File: src/source/vdp_macros.svh
// ----------------------------------------------------------
// vdp compositor shared constants
// pipeline depth of the blender, output buffer size and the
// credits held toward the downstream consumer after reset
// ----------------------------------------------------------

`ifndef VDP_MACROS_SVH
`define VDP_MACROS_SVH

// cycles from an accepted input pixel to the blended pixel
// written into the output buffer
`define VDP_BLEND_LATENCY 4

// output buffer entries, also the upstream credits after reset
`define VDP_OUT_DEPTH 8

// credits toward the downstream consumer after reset
`define VDP_DOWN_CREDITS 4

`endif

File: src/source/vdp_pkg.sv
// ----------------------------------------------------------
// vdp compositor types
// colour formats, the layered input pixel and the pair of
// alpha scale factors read from the alpha table
// ----------------------------------------------------------

`default_nettype none

package vdp_pkg;

    // 16 bit colour with alpha, alpha in the top nibble
    typedef struct packed {
        logic [3:0] alpha;
        logic [3:0] red;
        logic [3:0] green;
        logic [3:0] blue;
    } argb4444_t;

    // 12 bit output colour
    typedef struct packed {
        logic [3:0] red;
        logic [3:0] green;
        logic [3:0] blue;
    } rgb444_t;

    // one pixel position from both layers
    // source is the upper layer, dest the lower one
    typedef struct packed {
        logic      source_enable;
        argb4444_t source;
        argb4444_t dest;
    } layer_pixel_t;

    // multipliers in 1/16 steps, 16 means full weight
    typedef struct packed {
        logic [4:0] source_scale;
        logic [4:0] dest_scale;
    } alpha_scale_t;

endpackage

`default_nettype wire

File: src/source/vdp_delay_line.sv
// ----------------------------------------------------------
// vdp delay line
// fixed length register chain for an arbitrary payload type,
// cleared on reset, zero length passes the data through
// ----------------------------------------------------------

`timescale 1ns/1ps
`default_nettype none

module vdp_delay_line #(
    parameter type payload_t = logic,
    parameter int  delay     = 1
) (
    input  wire logic     clk,
    input  wire logic     arst_n,
    input  wire payload_t in_data,
    output payload_t      out_data
);

    generate
        if (delay == 0) begin : g_pass
            assign out_data = in_data;
        end else begin : g_chain
            payload_t stage_q [delay];

            always_ff @(posedge clk or negedge arst_n) begin
                if (!arst_n) begin
                    for (int i = 0; i < delay; i++) begin
                        stage_q[i] <= '0;
                    end
                end else begin
                    stage_q[0] <= in_data;
                    // shift toward the output end
                    for (int i = 1; i < delay; i++) begin
                        stage_q[i] <= stage_q[i - 1];
                    end
                end
            end

            assign out_data = stage_q[delay - 1];
        end
    endgenerate

endmodule

`default_nettype wire

File: src/source/vdp_alpha_lut.sv
// ----------------------------------------------------------
// vdp alpha table
// 256 entry rom of source and destination scale factors,
// indexed by destination and source alpha, registered read
// ----------------------------------------------------------

`timescale 1ns/1ps
`default_nettype none

module vdp_alpha_lut (
    input  wire logic         clk,
    input  wire logic [3:0]   source_alpha,
    input  wire logic [3:0]   dest_alpha,
    output vdp_pkg::alpha_scale_t scale
);

    import vdp_pkg::*;

    // address is {dest alpha, source alpha}
    alpha_scale_t lut_mem [256];

    // scale pair for one alpha combination
    function automatic alpha_scale_t blend_scales(
        input logic [3:0] dest_a,
        input logic [3:0] src_a
    );
        int           src_base;
        int           dst_base;
        alpha_scale_t result;
        // alpha 0 is fully transparent, otherwise alpha + 1
        src_base = (src_a == 4'h0) ? 0 : int'(src_a) + 1;
        dst_base = (dest_a == 4'h0) ? 0 : int'(dest_a) + 1;
        result.source_scale = 5'(src_base);
        // dest only gets what the source leaves over
        result.dest_scale = 5'(((16 - src_base) * dst_base) / 16);
        return result;
    endfunction

    // table contents fixed at elaboration
    initial begin
        for (int addr = 0; addr < 256; addr++) begin
            lut_mem[addr] = blend_scales(4'(addr / 16), 4'(addr % 16));
        end
    end

    // registered read so the table lands in block ram
    always_ff @(posedge clk) begin
        scale <= lut_mem[{dest_alpha, source_alpha}];
    end

endmodule

`default_nettype wire

File: src/source/vdp_blender.sv
// ----------------------------------------------------------
// vdp blender
// four stage alpha blend of an upper and a lower layer pixel
// into one rgb444 pixel, one result per cycle, never stalls
// ----------------------------------------------------------

`timescale 1ns/1ps
`default_nettype none

`include "vdp_macros.svh"

module vdp_blender (
    input  wire logic                  clk,
    input  wire logic                  arst_n,
    input  wire logic                  in_valid,
    input  wire vdp_pkg::layer_pixel_t in_pixel,
    output logic                       blend_valid,
    output vdp_pkg::rgb444_t           blend_pixel
);

    import vdp_pkg::*;

    typedef struct packed {
        rgb444_t source;
        rgb444_t dest;
    } colour_pair_t;

    // stage 1 registers
    logic [3:0]       lut_source_alpha;
    logic [3:0]       lut_dest_alpha;
    colour_pair_t     pair_s1;

    // stage 2, aligned with the table output
    colour_pair_t     pair_s2;
    alpha_scale_t     scale_s2;
    logic [2:0][3:0]  src_chan;
    logic [2:0][3:0]  dst_chan;

    // stage 3 products, index 2 is red
    logic [2:0][8:0]  src_prod;
    logic [2:0][8:0]  dst_prod;

    // stage 4 rounding
    logic [2:0][5:0]  chan_sum;
    logic [2:0][3:0]  blend_chan;

    function automatic rgb444_t to_rgb(input argb4444_t c);
        rgb444_t result;
        result.red   = c.red;
        result.green = c.green;
        result.blue  = c.blue;
        return result;
    endfunction

    // valid runs alongside the whole pipeline
    vdp_delay_line #(
        .payload_t (logic),
        .delay     (`VDP_BLEND_LATENCY)
    ) i_valid_delay (
        .clk      (clk),
        .arst_n   (arst_n),
        .in_data  (in_valid),
        .out_data (blend_valid)
    );

    // stage 1: table address, hidden source counts as transparent
    always_ff @(posedge clk) begin
        lut_source_alpha <= in_pixel.source_enable ? in_pixel.source.alpha : 4'h0;
        lut_dest_alpha   <= in_pixel.dest.alpha;
        pair_s1.source   <= to_rgb(in_pixel.source);
        pair_s1.dest     <= to_rgb(in_pixel.dest);
    end

    // stage 2: table read
    vdp_alpha_lut i_alpha_lut (
        .clk          (clk),
        .source_alpha (lut_source_alpha),
        .dest_alpha   (lut_dest_alpha),
        .scale        (scale_s2)
    );

    // colours wait one cycle for the table
    vdp_delay_line #(
        .payload_t (colour_pair_t),
        .delay     (1)
    ) i_colour_delay (
        .clk      (clk),
        .arst_n   (arst_n),
        .in_data  (pair_s1),
        .out_data (pair_s2)
    );

    assign src_chan = pair_s2.source;
    assign dst_chan = pair_s2.dest;

    // stage 3: six 4x5 multiplies
    always_ff @(posedge clk) begin
        for (int c = 0; c < 3; c++) begin
            src_prod[c] <= src_chan[c] * scale_s2.source_scale;
            dst_prod[c] <= dst_chan[c] * scale_s2.dest_scale;
        end
    end

    // keep one fraction bit of each product, round, drop the fraction
    always_comb begin
        for (int c = 0; c < 3; c++) begin
            chan_sum[c]   = {1'b0, 5'(src_prod[c] >> 3)} + {1'b0, 5'(dst_prod[c] >> 3)} + 6'd1;
            blend_chan[c] = 4'(chan_sum[c] >> 1);
        end
    end

    // stage 4
    always_ff @(posedge clk) begin
        blend_pixel <= blend_chan;
    end

endmodule

`default_nettype wire

File: src/source/vdp_credit_fifo.sv
// ----------------------------------------------------------
// vdp output buffer
// circular buffer of blended pixels that sends on downstream
// credits and returns one upstream credit per sent pixel
// ----------------------------------------------------------

`timescale 1ns/1ps
`default_nettype none

`include "vdp_macros.svh"

module vdp_credit_fifo #(
    parameter int depth        = `VDP_OUT_DEPTH,
    parameter int down_credits = `VDP_DOWN_CREDITS
) (
    input  wire logic             clk,
    input  wire logic             arst_n,
    input  wire logic             wr_valid,
    input  wire vdp_pkg::rgb444_t wr_pixel,
    output logic                  out_valid,
    output vdp_pkg::rgb444_t      out_pixel,
    input  wire logic             out_credit,
    output logic                  in_credit
);

    import vdp_pkg::*;

    localparam int ptr_w  = (depth > 1) ? $clog2(depth) : 1;
    localparam int cnt_w  = $clog2(depth + 1);
    localparam int cred_w = $clog2(down_credits + 1);

    rgb444_t             buf_mem [depth];
    logic [ptr_w-1:0]    wr_ptr;
    logic [ptr_w-1:0]    rd_ptr;
    logic [cnt_w-1:0]    count;
    logic [cred_w-1:0]   credit_cnt;
    logic                send_next;
    logic                bypass;
    logic                store;
    logic                pop;

    function automatic logic [ptr_w-1:0] next_ptr(input logic [ptr_w-1:0] p);
        return (p == ptr_w'(depth - 1)) ? '0 : p + 1'b1;
    endfunction

    // next send needs a pixel and a credit already held
    always_comb begin
        send_next = ((count != '0) || wr_valid) && (credit_cnt != '0);
        // new pixel goes straight to the output when the buffer is empty
        bypass    = send_next && (count == '0);
        store     = wr_valid && !bypass;
        pop       = send_next && (count != '0);
    end

    always_ff @(posedge clk) begin
        if (store) begin
            buf_mem[wr_ptr] <= wr_pixel;
        end
        if (send_next) begin
            out_pixel <= bypass ? wr_pixel : buf_mem[rd_ptr];
        end
    end

    always_ff @(posedge clk or negedge arst_n) begin
        if (!arst_n) begin
            wr_ptr     <= '0;
            rd_ptr     <= '0;
            count      <= '0;
            credit_cnt <= cred_w'(down_credits);
            out_valid  <= 1'b0;
            in_credit  <= 1'b0;
        end else begin
            if (store) begin
                wr_ptr <= next_ptr(wr_ptr);
            end
            if (pop) begin
                rd_ptr <= next_ptr(rd_ptr);
            end
            count      <= count + cnt_w'(store) - cnt_w'(pop);
            credit_cnt <= credit_cnt + cred_w'(out_credit) - cred_w'(send_next);
            // a sent pixel frees its entry in the same cycle
            out_valid  <= send_next;
            in_credit  <= send_next;
        end
    end

endmodule

`default_nettype wire

File: src/source/vdp_compositor.sv
// ----------------------------------------------------------
// vdp layer compositor
// alpha blends two layers per pixel and hands the result to
// a credit controlled output buffer
// ----------------------------------------------------------

`timescale 1ns/1ps
`default_nettype none

`include "vdp_macros.svh"

module vdp_compositor (
    input  wire logic                  clk,
    input  wire logic                  arst_n,

    // upstream, producer holds credits
    input  wire logic                  in_valid,
    input  wire vdp_pkg::layer_pixel_t in_pixel,
    output logic                       in_credit,

    // downstream, consumer returns credits
    output logic                       out_valid,
    output vdp_pkg::rgb444_t           out_pixel,
    input  wire logic                  out_credit
);

    import vdp_pkg::*;

    logic    blend_valid;
    rgb444_t blend_pixel;

    vdp_blender i_blender (
        .clk         (clk),
        .arst_n      (arst_n),
        .in_valid    (in_valid),
        .in_pixel    (in_pixel),
        .blend_valid (blend_valid),
        .blend_pixel (blend_pixel)
    );

    // buffer size matches the upstream credits after reset
    vdp_credit_fifo #(
        .depth (`VDP_OUT_DEPTH)
    ) i_out_fifo (
        .clk        (clk),
        .arst_n     (arst_n),
        .wr_valid   (blend_valid),
        .wr_pixel   (blend_pixel),
        .out_valid  (out_valid),
        .out_pixel  (out_pixel),
        .out_credit (out_credit),
        .in_credit  (in_credit)
    );

endmodule

`default_nettype wire

File: config.mk
export PLATFORM = sky130hd
export DESIGN_NAME = vdp_compositor
export DESIGN_NICKNAME = d
export VERILOG_FILES = /design/src/source/vdp_pkg.sv /design/src/source/vdp_delay_line.sv /design/src/source/vdp_alpha_lut.sv /design/src/source/vdp_blender.sv /design/src/source/vdp_credit_fifo.sv /design/src/source/vdp_compositor.sv
export VERILOG_INCLUDE_DIRS = /design/src /design/src/source
export SDC_FILE = /design/constraint.sdc
export NUM_CORES = 1
export LEC_CHECK = 0
export BUFFER_PORTS_ARGS = -buffer_cell sky130_fd_sc_hd__buf_2
export CORE_MARGIN = 4
export CORE_UTILIZATION = 56
export DETAILED_ROUTE_END_ITERATION = 7
export PLACE_DENSITY = 0.79
export SETUP_SLACK_MARGIN = 0.5
export SLEW_MARGIN = 10
export SYNTH_ARGS = -nofsm -noshare
export SYNTH_HDL_FRONTEND = slang
export SYNTH_SLANG_ARGS = --single-unit
File: constraint.sdc
create_clock -name clk -period 2.7 [get_ports clk]
set_input_delay 0.27 -clock clk [delete_from_list [all_inputs] [get_ports clk]]
set_output_delay 0.27 -clock clk [all_outputs]
set_load 0.05 [all_outputs]
## Word-level counts from Yosys, hierarchy flattened

Memories as Yosys holds them, arrays and structs flattened. A register that Yosys moved wholly into a read port is not among the register bits.
Index checks and enable logic that the tools add are counted.
W data, S select, Z words.

- Word-level logic and storage cells: 71
- ROM bits: 2560
- Input port bits: 37
- Memories: 2
- Bits in registers: 146
- Bits in writable memories: 96

Memories:

| memory | depth | width | read ports | clocked after Yosys merged registers in | write ports | line | text |
|---|---|---|---|---|---|---|---|
| i_blender.i_alpha_lut.lut_mem | 256 | 10 | 1 | 1 | 0 | vdp_alpha_lut.sv:20 | `alpha_scale_t lut_mem [256];` |
| i_out_fifo.buf_mem | 8 | 12 | 1 | 0 | 1 | vdp_credit_fifo.sv:32 | `rgb444_t buf_mem [depth];` |

- Reduce and logical (&&, ||, !) cells: 9
- Eq/ne operators: 2
- Add/subtract/negate cells: 12
- $mul: 6
- Multiplexer cells: 5

Operators with widths:

| operator | number |
|---|---|
| $mul A4 B5 Y8 | 6 |
| $add A5 B1 Y5 const B | 3 |
| $add A5 B5 Y5 | 3 |
| $mux W12 | 1 |
| $add A3 B1 Y3 const B | 2 |
| $eq A3 B3 Y1 const B | 2 |
| $mux W3 | 2 |
| $add A4 B1 Y4 | 1 |
| $logic_and A1 B1 Y1 | 4 |
| $logic_not A4 Y1 | 1 |
| $reduce_bool A4 Y1 | 1 |
| $sub A4 B1 Y4 | 1 |
| $add A3 B1 Y3 | 1 |
| $reduce_bool A3 Y1 | 1 |
| $sub A3 B1 Y3 | 1 |
| $mux W1 | 2 |
| $logic_not A1 Y1 | 1 |
| $logic_or A1 B1 Y1 | 1 |

## Depth between registers and ports, before layout

Gate-level depths: netlist of the first run.

- Depth after elaboration: 8
- Depth in mapped cells: 12

## Cells and area by module

A second synthesis of the first run with hierarchy kept.

- Cells, all modules: 933
- Area total of the unflattened synthesis: 11972.7 um^2

By module, submodules not included:

| module | area each (um^2) | cells an instance | instances |
|---|---|---|---|
| vdp_credit_fifo | 4992.3 | 236 | 1 |
| vdp_blender | 4687.0 | 453 | 1 |
| vdp_alpha_lut | 1592.8 | 216 | 1 |
| vdp_delay_line at i_blender.i_colour_delay | 600.6 | 24 | 1 |
| vdp_delay_line at i_blender.i_valid_delay | 100.1 | 4 | 1 |

## Worst setup path after synthesis of the first run

No wires, ideal clock.

- Kind: register to register
- Start: register i_out_fifo.credit_cnt[1]
- End: memory i_out_fifo.buf_mem[0][0] (netlist bit) (enable)
- Clock period less this slack: 2.914 ns
- Arrival time: 2.501 ns
- Buffers on the path: 2
- Setup slack: -0.214 ns
- Required time: 2.288 ns
- Cell stages (with the launch flop): 7
- Library setup time: 0.412 ns
- Cell sequence: dfrtp_1 > or3_4 > and3_1 > buf_6 > nand2b_4 > buf_6 > nor4_1

- Longest elaborated chain between the ends: 7

RTL lines:

| what | line | text |
|---|---|---|
| start: declaration | vdp_credit_fifo.sv:36 | `logic [cred_w-1:0] credit_cnt;` |
| start signal: assignment | vdp_credit_fifo.sv:69 | `credit_cnt <= cred_w'(down_credits);` |
| start signal: assignment | vdp_credit_fifo.sv:80 | `credit_cnt <= credit_cnt + cred_w'(out_credit) - cred_w'(send_next);` |
| $reduce_bool A3 Y1 | vdp_credit_fifo.sv:48 | `send_next = ((count != '0) \|\| wr_valid) && (credit_cnt != '0);` |
| $logic_and A1 B1 Y1 | vdp_credit_fifo.sv:48 |  |
| $logic_and A1 B1 Y1 | vdp_credit_fifo.sv:50 | `bypass = send_next && (count == '0);` |
| $logic_not A1 Y1 | vdp_credit_fifo.sv:51 | `store = wr_valid && !bypass;` |
| $logic_and A1 B1 Y1 | vdp_credit_fifo.sv:51 |  |
| $mux W1 | vdp_credit_fifo.sv:56 | `if (store) begin` |
| $mux W1 (not written as such) | vdp_credit_fifo.sv:57 | `buf_mem[wr_ptr] <= wr_pixel;` |
| end: declaration | vdp_credit_fifo.sv:32 |  |

No other way between the ends.

## Worst setup path in the final report of the first run

- Start: register i_blender.i_colour_delay.g_chain.stage_q (netlist bit i_blender.i_colour_delay.out_data[14])
- End: register i_blender.src_prod[5] (netlist bit)

- Longest elaborated chain between the ends: 1

RTL lines:

| what | line | text |
|---|---|---|
| start: declaration | vdp_delay_line.sv:24 | `payload_t stage_q [delay];` |
| start signal: indexed assignment | vdp_delay_line.sv:35 | `stage_q[i] <= stage_q[i - 1];` |
| $mul A4 B5 Y8 | vdp_blender.sv:99 | `src_prod[c] <= src_chan[c] * scale_s2.source_scale;` |
| end signal: indexed assignment | vdp_blender.sv:99 |  |
| end: declaration | vdp_blender.sv:40 | `logic [2:0][8:0] src_prod;` |

No other way between the ends.
A chain may end at the register's enable or synchronous reset.

==> metrics.txt, run 1 <==
Netlist Area Pre-Place=11700 um^2; IO Count=51; Post-synth EDFFs=108; TritonCTS clock tree=built; Root Buffer=clkbuf_16; WHS=0.3257 ns; CP max FO=4; DRC=0; initial drt markers=401; Mapped Cells=943; WL met2=approximately 14000 um; pwr/cell area=902.1 nW/um^2; Mean Syn Cell Area=about 12 um^2; Yosys Warn Count=0; fin. max-slew vios=0; Max Clock Skew=about 0.014 ns; drt pass-1 iters=5; share of layout cells above drive strength 1=between 20% and 30%; unrepaired setup endpoints after global routing=yes; Fill cells=approximately 1200; crit path time final=~2.7 ns; Seq/Total Area, Yosys=51.09%; PortBufs=50; path depth of the worst reg2reg path=10; total die area=23270 um^2; Area Overhead vs Synth=24.66%; vias in the first global route=a little under 8000; outcome=finished, violations left; Final HPWL DP=15250 um; Setup violations, final=1; Syn Nets=1106; clk slew on worst S/H paths=~0.06 ns; clk_lat worst skew=roughly 0.51 ns; Worst VDD drop=0.4405 mV; Highest Signal Layer=met4; maximum capacitance violations=0; crit path DAT=slightly above 3 ns; register bit count reported by yosys=approximately 230; number of vias per cell=5.698; critical path class=reg -> reg; Worst-Margin Slew=around 1.0 ns; crit path from=i_blender.i_colour_delay.out_data[14]$_DFF_PN0_; placed cell area=12560 um^2; via count=7880; Antenna diodes=0; placer congestion estimate=between 0.9 and 1; leakage=6.191 nW; largest net degree at the start of global routing=47; first-pass GRT wire length=between 30000 and 40000 um; Die Y=152.5 um; Total Routing Usage GR=20.46%; WL met1=9851 um; Design Area, Final=14590 um^2; core area=between 20000 and 25000 um^2; Rows=52; Nets=between 1000 and 1500; Main synth FF type=edfxtp_1; final hold violations=0; Reg2Reg Setup Slack=-0.004 ns; Synth area leader=edfxtp_1; failing checks=setup timing; startpoint types=flip-flop; GRT overflow=0; setup TNS=-0.004428 ns; Post-DRT Antenna Nets=0; Post-Place Worst Slack=roughly 0.033 ns; initial antenna violation count=0; fin crit share=100.2%; Hold Path Class=reg -> reg; synth cell count leaders=edfxtp_1 (108), ha_1 (85), dfxtp_1 (84); WHS Path Cells=0; Yosys cell types=64; top cells by area, synth=edfxtp_1 (28%), dfxtp_1 (14%), ha_1 (9.1%); H-tree depth=1; met3 routed WL=~1400 um; CP required=3.09 ns; Max-Slew Margin vs Limit=30.27%; Num CTS Buffers=24; end of the worst register-to-register path=i_blender.src_prod[5]$_DFF_P_; most frequent cell after synthesis=edfxtp_1; routed len/inst=roughly 18 um; Clock Tree Buf Depth=3; share of flip-flops with an asynchronous set or reset=17.95%; CTS Sinks=234; worst setup margin=-0.004428 ns; initial core utilization=about 57%; Die W=152.5 um; launch point of the worst reg-to-reg path=i_blender.i_colour_delay.out_data[14]$_DFF_PN0_; crit path capture type=flip-flop; Peak Freq=369.8 MHz; WL final=25370 um; post-synth top area share=27.72%; CP endpoint=i_blender.src_prod[5]$_DFF_P_
[layout make-up]
class / instances / area, um^2 / share of cell area (%)
repair buffers: 173 / 1376 / 9.436
inverters: 58 / 217.7 / 1.493
multi-input cells: 604 / 5841 / 40.04
flip-flops and latches: 234 / 6007 / 41.19
well taps: 270 / 337.8 / 2.316
clock buffers: 37 / 737.0 / 5.053
clock inverters: 7 / 68.82 / 0.4718
[metal layers]
| metal | GRT usage, % | vias to the layer above |
|---|---|---|
| met5 | 0 | - |
| met4 | 5.006 | 0 |
| met3 | 2.897 | 48 |
| met2 | 37.38 | 250 |
| met1 | 25.82 | 3940 |
| li1 | - | 3642 |
[cell families (layout without fill, tap and decap cells)]
family,count (synthesis),count (layout),share of synthesized area [%]
simple gates,227,227,9.849
fa+ha+maj,127,127,16.19
mux,43,43,6.481
flops,234,234,51.09
buf+inv,105,275,3.818
compound gates,155,155,8.684
xor+xnor,52,52,3.893
[sequential cells by signal, indices dropped and copies added (netlist names)]
register / count
i_blender.src_prod: 15
i_out_fifo.wr_ptr: 3
i_blender.blend_pixel: 12
i_blender.i_alpha_lut.scale: 10
i_blender.dst_prod: 15
i_out_fifo.credit_cnt: 3
i_blender.pair_s1: 24
i_blender.i_colour_delay.out_data: 24
i_blender.lut_dest_alpha: 4
i_blender.lut_source_alpha: 4
i_out_fifo.count: 4
i_blender.i_valid_delay.out_data: 1
i_out_fifo.out_valid: 1
i_out_fifo.rd_ptr: 3
i_blender.i_valid_delay.g_chain.stage_q: 3
i_out_fifo.out_pixel: 12
i_out_fifo.buf_mem: 96
[worst min path at each step]
stage                                  start                                         endpoint  slack (ns)
6_report       i_blender.pair_s1[21]$_DFF_P_  i_blender.i_colour_delay.out_data[21]$_DFF_PN0_        0.33
5_1_grt         i_blender.pair_s1[3]$_DFF_P_   i_blender.i_colour_delay.out_data[3]$_DFF_PN0_        0.33
4_1_cts        i_blender.pair_s1[20]$_DFF_P_  i_blender.i_colour_delay.out_data[20]$_DFF_PN0_        0.33
3_5_place_dp   i_blender.pair_s1[20]$_DFF_P_  i_blender.i_colour_delay.out_data[20]$_DFF_PN0_        0.32
3_3_place_gp   i_blender.pair_s1[20]$_DFF_P_  i_blender.i_colour_delay.out_data[20]$_DFF_PN0_        0.32
2_1_floorplan                         arst_n   i_blender.i_colour_delay.out_data[0]$_DFF_PN0_       -0.03
[layout by cell type (no fill, tap or decap), drive strengths merged, types with 11 or more instances in the layout]
master / instances
buf: 133
edfxtp: 108
ha: 85
dfxtp: 84
nand2: 76
and2: 66
inv: 61
dfrtp: 41
fa: 41
dlygate4sd3: 39
xnor2: 38
clkbuf: 38
a21oi: 35
o21ai: 33
nor2: 28
mux4: 25
a21o: 21
a31oi: 15
xor2: 14
mux2i: 12
nand3: 12
nor3: 11
[worst max-delay path: stages (launching register included)]
cell and delay, ns:
dfrtp_1 0.42, and2_4 0.18, fa_1 0.50, inv_1 0.05
fa_1 0.50, inv_2 0.06, ha_4 0.24, a21o_1 0.20
a31oi_4 0.20, buf_4 0.17, xnor2_2 0.06
[repair_timing]
action                                  4_1_cts  5_1_grt
pin swaps                                    20       33
resized for setup                            48       56
endpoints found under the setup margin       83       75
cloned                                        2        1
buffers inserted                             35       20
hold endpoints to repair                     75        0
hold buffers                                 39        0
[power by group]
group / internal (mW) / total (mW) / switching, mW
logic: 2.09 / 4.44 / 2.34
clock network: 1.99 / 3.32 / 1.34
registers: 4.80 / 5.40 / 0.600
total: 8.88 / 13.2 / 4.28
[through the flow]
stage	instances	utilization, %	total power [mW]
floorplan	943	-	8.242
global placement	1242	61.66	9.013
detailed placement	1242	61.66	9.229
CTS	1362	69.68	12.88
global route	1383	71.62	13.89
finish	1383	71.62	13.16
No activity file was read; power rests on OpenSTA's default activity.
==> run 2: changes to the inputs <==
SYNTH_HIERARCHICAL = 1   (was not set)
==> metrics.txt, run 2 <==
Mean Syn Cell Area=12.83 um^2; Root Buffer=clkbuf_16; maximum capacitance violations=0; Largest stage delay, worst path=0.52 ns; share of flip-flops with an asynchronous set or reset=17.95%; vias in the first global route=8271; CTS Sinks=234; WL met2=14490 um; via count=about 7900; Synth area leader=edfxtp_1; TritonCTS clock tree=built; fin. max-slew vios=0; Seq/Total Area, Yosys=49.92%; outcome=finished, final reports clean; pwr/cell area=906.6 nW/um^2; Die W=~150 um; unrepaired setup endpoints after global routing=yes; final hold violations=0; Yosys cell types=69; Worst VDD drop=between 0.5 and 0.6 mV; Peak Freq=382.1 MHz; Rows=53; setup TNS=0 ns; total power=13.64 mW; Setup violations, final=0; Final HPWL DP=between 15000 and 20000 um; Post-DRT Antenna Nets=0; synth cell count leaders=edfxtp_1 (108), ha_1 (85), dfxtp_1 (84); initial core utilization=56.95%; register bit count reported by yosys=234; Core Util, Final=71.57%; WL final=26930 um; Mapped Cells=933; Nets=1263; core area=approximately 21000 um^2; Syn Nets=1096; routed len/inst=19.34 um; initial antenna violation count=0; Reg2Reg Setup Slack=0.08 ns; Sw Pwr=roughly 4.4 mW; Die Y=154.2 um; leakage=6.493 nW; first-pass GRT wire length=between 40000 and 50000 um; WHS=0.02942 ns; top cells by area, synth=edfxtp_1 (27%), dfxtp_1 (14%), ha_1 (8.9%); crit path DAT=2.99 ns; placer congestion estimate=between 0.9 and 1; Worst-Margin Slew=0.8088 ns; internal power=9.254 mW; met3 routed WL=1329 um; Main synth FF type=edfxtp_1; CP required=3.08 ns; Post-synth EDFFs=108; Yosys Warn Count=6; cell mode on critical path=fa_1; share of layout cells above drive strength 1=~33%; post-synth top area share=between 20% and 30%; worst-path cell chain=and2_4, fa_1, inv_1, fa_1, inv_2, ha_4, nand2_4, o31ai_4, a31oi_1, xnor2_1; Top reg by flops=i_out_fifo/buf_mem; CP max FO=4; GRT overflow=0; clock share of power=25.7%; number of vias per cell=5.705; Netlist Area Pre-Place=11970 um^2; Area Overhead vs Synth=25.67%; Gate power share=34.8%; Sequential Power Share=between 30% and 40%; DRC=0; commonest non-fill, non-tap cells in the layout=edfxtp_1 (108), dfxtp_1 (77), ha_1 (69), buf_4 (68); largest net degree at the start of global routing=33; WL met1=10340 um; Antenna diodes=0; total die area=around 24000 um^2; crit path time final=2.617 ns; crit path capture type=flip-flop; Max-Slew Margin vs Limit=46.08%; Highest Signal Layer=met4; startpoint types=flip-flop; PortBufs=50; commonest non-fill, non-tap cell in the layout=edfxtp_1; clk_lat worst skew=about 0.51 ns; CP max-delay cell=fa_1; H-tree depth=1; sw frac=32.15%; Total Routing Usage GR=21.80%; IO Count=slightly above 50; Max Clock Skew=0.01817 ns; initial drt markers=422; clk slew on worst S/H paths=0.06 ns; Hold Path Class=in -> reg; Clock Tree Buf Depth=3; Num CTS Buffers=25; most frequent cell after synthesis=edfxtp_1; fin crit share=96.94%; max reg flops=96; drt pass-1 iters=5; critical path class=reg -> reg
-- run 2: changes by cell type in the layout (fill, tap and decap cells not counted), sizes merged, moves of 8 or more --
cell | previous run | this run
mux2 | 6 | 30
nand2 | 76 | 60
o21ai | 33 | 21
buf | 133 | 144
xor2 | 14 | 25
xnor2 | 38 | 28
mux2i | 12 | 4
o211ai | 2 | 10
-- run 2: worst paths after layout --
kind,cells past startpoint,from,end
max,10,i_blender/i_colour_delay/out_data[9]$_DFF_PN0_,i_blender/dst_prod[25]$_DFF_P_
min,2,in_pixel[32],i_blender/lut_source_alpha[0]$_SDFF_PN0_
max reg2reg,10,i_blender/i_colour_delay/out_data[9]$_DFF_PN0_,i_blender/dst_prod[25]$_DFF_P_
min reg2reg,0,i_blender/pair_s1[17]$_DFF_P_,i_blender/i_colour_delay/out_data[17]$_DFF_PN0_
max in group asynchronous,3,arst_n,i_out_fifo/credit_cnt[2]$_DFF_PN1_
min in group asynchronous,2,arst_n,i_out_fifo/in_credit$_DFF_PN0_
-- run 2: cell families after synthesis --
family / count (synthesis) / share of synthesized area (%)
flops: 234 / 49.92
simple gates: 223 / 9.918
compound gates: 136 / 7.806
fa+ha+maj: 126 / 15.74
buf+inv: 101 / 4.003
mux: 60 / 8.737
xor+xnor: 53 / 3.877
-- run 2: metal layers --
metal | track usage, % | vias up
li1 | - | 3676
met5 | 0 | -
met4 | 7.864 | 0
met2 | 39.77 | 268
met3 | 2.994 | 65
met1 | 26.40 | 3938
-- run 2: cell type report --
class                      count  area (um^2)
multi-input combinational    598         6161
clock buffer                  32        675.6
tap                          275        344.1
clock inverter                13        180.2
timing repair buffer         182         1448
fill                        1296         5976
inverter                      59        226.5
sequential                   234         6011
-- run 2: critical path: cells and delay by family, from the launching register on --
| family | cells | cell delay, ns |
|---|---|---|
| buf+inv | 2 | 0.10 |
| simple gates | 2 | 0.23 |
| fa+ha+maj | 3 | 1.31 |
| compound gates | 2 | 0.32 |
| flops | 1 | 0.40 |
| xor+xnor | 1 | 0.13 |
-- run 2: what timing repair did --
item | 4_1_cts | 5_1_grt
setup buffers | 47 | 16
endpoints found under the setup margin | 48 | 146
resized for setup | 55 | 70
hold buffers | 38 | 0
hold endpoints to repair | 62 | 0
pin swaps | 42 | 36
cloned | 0 | 1
-- run 2: power by group through the flow --
stage	combinational [mW]	sequential (mW)	clock, mW
final	4.74	5.39	3.51
after detailed placement	3.80	5.43	0
after CTS	4.25	5.38	3.57
after floorplan	2.69	5.56	0
after global placement	3.66	5.38	0
after global routing	5.10	5.49	3.73
-- run 2: through the flow --
| stage | area [um^2] | setup WS, ns | instances |
|---|---|---|---|
| after detailed placement | 12840 | 0.01651 | 1246 |
| final | 15050 | 0.08270 | 1393 |
| after global routing | 15050 | -0.03796 | 1393 |
| after global placement | 12840 | 0.08895 | 1246 |
| after CTS | 14640 | 0.07281 | 1376 |
| after floorplan | 12320 | 0.1542 | 933 |
==> run 3: changes to the inputs <==
CORE_MARGIN = not set   (was 4)
CTS_BUF_LIST = sky130_fd_sc_hd__clkbuf_16   (was not set)
REMOVE_ABC_BUFFERS = 1   (was not set)
==> metrics.txt, run 3 (synthesized netlist as in run 2, its figures left out) <==
core area=21020 um^2; pwr/cell area=894.5 nW/um^2; crit path time final=2.688 ns; internal power=9.077 mW; via count=7946; maximum capacitance violations=0; drt pass-1 iters=5; Largest stage delay, worst path=~0.55 ns; share of layout cells above drive strength 1=a little under a third; initial drt markers=between 400 and 500; Num CTS Buffers=24; WHS=0.02276 ns; Peak Freq=roughly 370 MHz; startpoint types=flip-flop; Clock Tree Buf Depth=3; Setup violations, final=0; WL met1=approximately 10000 um; Final HPWL DP=15820 um; Reg2Reg Setup Slack=0.01 ns; Fill cells=1342; CP max-delay cell=fa_1; met3 routed WL=approximately 1300 um; crit path capture type=flip-flop; sw frac=32.45%; unrepaired setup endpoints after global routing=yes; routed len/inst=roughly 19 um; Area Overhead vs Synth=25.46%; Min-Delay Endpoint=i_blender/lut_source_alpha[1]$_SDFF_PN0_; placed cell area=12810 um^2; DRC=0; TritonCTS clock tree=built; CP required=3.13 ns; number of vias per cell=5.656; WL met2=14480 um; Top reg by flops=i_out_fifo/buf_mem; Worst-Margin Slew=1.016 ns; total die area=21970 um^2; critical path buffer and inverter count=2; fin. max-slew vios=0; largest net degree at the start of global routing=52; CTS Sinks=approximately 230; WHS Path Cells=2; vias in the first global route=8527; commonest non-fill, non-tap cells in the layout=edfxtp_1 (108), dfxtp_1 (75), ha_1 (70), buf_4 (69); post-placement cell count=approximately 1300; Worst VDD drop=0.4715 mV; Root Buffer=clkbuf_16; placer congestion estimate=0.9028; crit path DAT=3.12 ns; clock share of power=between 20% and 30%; Finished Layout Cells=1405; Nets=1275; Hold Path Class=in -> reg; initial antenna violation count=0; Die W=roughly 150 um; setup TNS=0 ns; IO Count=51; worst-path cell chain=and2_4, fa_1, inv_1, fa_1, inv_2, ha_4, a21oi_2, o31ai_4, a31oi_1, xnor2_1; Post-Place Worst Slack=-0.1877 ns; first-pass GRT wire length=41390 um; fin crit share=99.54%; Sequential Power Share=about 40%; Sw Pwr=around 4.4 mW; Total Routing Usage GR=23.91%; WL final=26410 um; commonest non-fill, non-tap cell in the layout=edfxtp_1; Die Y=148.2 um; Max Clock Skew=0.01127 ns; initial core utilization=56.95%; Highest Signal Layer=met4; Gate power share=between 30 and 40%; launch point of the worst reg-to-reg path=i_blender/i_colour_delay/out_data[9]$_DFF_PN0_; critical path class=reg -> reg; clk slew on worst S/H paths=0.06 ns; Rows=53; cell mode on critical path=fa_1; Antenna diodes=0; PortBufs=50; Max-Slew Margin vs Limit=32.29%; CP delay by family, top=adder cells; Post-DRT Antenna Nets=0; Design Area, Final=15020 um^2; worst setup margin=0.01237 ns; leakage=between 6 and 7 nW; clk_lat worst skew=between 0.5 and 0.6 ns; H-tree depth=1; hold_sp=in_pixel[32]; outcome=finished, final reports clean; GRT overflow=0; CP max FO=3; final hold violations=0; end of the worst register-to-register path=i_blender/dst_prod[25]$_DFF_P_; max reg flops=96; path depth of the worst reg2reg path=10
## run 3: changes by cell type in the layout (fill, tap and decap cells not counted), moves of 3 or more
cell	before	now
inv_1	35	42
dfrtp_1	35	38
nand2_2	13	7
nand2_1	39	46
dfrtp_2	6	3
buf_6	21	32
clkbuf_1	4	0
## run 3: worst register-to-register path: cells and delay by family, from the launching register on
| kind | cells | cell delay [ns] |
|---|---|---|
| buffers and inverters | 2 | 0.10 |
| adder cells (fa/ha/maj) | 3 | 1.28 |
| AO/OA/AOI/OAI | 3 | 0.51 |
| AND/OR/NAND/NOR | 1 | 0.17 |
| flip-flops | 1 | 0.40 |
| XOR/XNOR | 1 | 0.14 |
## run 3: routing by layer
metal  GRT usage [%]  vias up
met1           27.33     3911
met2           45.52      273
met3           3.190       66
met4           8.196        0
met5               0        -
li1                -     3696
## run 3: how the worst max path moves through the flow
stage	start	to	slack (ns)	depth (start not counted)
after floorplan	i_blender/lut_source_alpha[2]$_SDFF_PN0_	i_blender/i_alpha_lut/scale[0]$_DFF_P_	-0.08	7
after global placement	i_blender/i_alpha_lut/scale[2]$_DFF_P_	i_blender/dst_prod[25]$_DFF_P_	-0.07	10
after detailed placement	i_blender/i_alpha_lut/scale[2]$_DFF_P_	i_blender/dst_prod[25]$_DFF_P_	-0.19	10
after CTS	i_blender/i_colour_delay/out_data[5]$_DFF_PN0_	i_blender/dst_prod[16]$_DFF_P_	0.08	10
after global routing	i_blender/i_colour_delay/out_data[9]$_DFF_PN0_	i_blender/dst_prod[25]$_DFF_P_	-0.05	10
final	i_blender/i_colour_delay/out_data[9]$_DFF_PN0_	i_blender/dst_prod[25]$_DFF_P_	0.01	10
## run 3: metrics by stage
step | util (%) | power [mW]
after CTS | 68.92 | 12.80
after global routing | 71.45 | 14.12
after global placement | 60.95 | 8.900
after detailed placement | 60.95 | 9.123
after floorplan | - | 7.926
final | 71.45 | 13.44
## run 3: power groups by stage
stage	Sequential [mW]	Combinational (mW)	Clock [mW]
global route	5.49	5.25	3.37
floorplan	5.72	2.20	0
global placement	5.35	3.55	0
CTS	5.37	4.19	3.24
detailed placement	5.41	3.71	0
finish	5.39	4.86	3.18
## run 3: final cells by class
cell class                      instances  area, um^2  share of cell area [%]
Sequential cell                       234        6010                   40.01
Multi-Input combinational cell        598        6082                   40.49
Clock inverter                         19       141.4                  0.9413
Timing Repair Buffer                  195        1584                   10.55
Clock buffer                           25       625.6                   4.165
Inverter                               59       234.0                   1.558
Tap cell                              275       344.1                   2.291
## run 3: timing repair
item                                    in CTS  in global routing
hold buffers                                37                  1
gates resized for setup                     99                106
hold endpoints to repair                    74                  1
cloned                                       0                  2
buffers inserted                            25                 13
pin swaps                                   96                 30
endpoints found under the setup margin      35                110
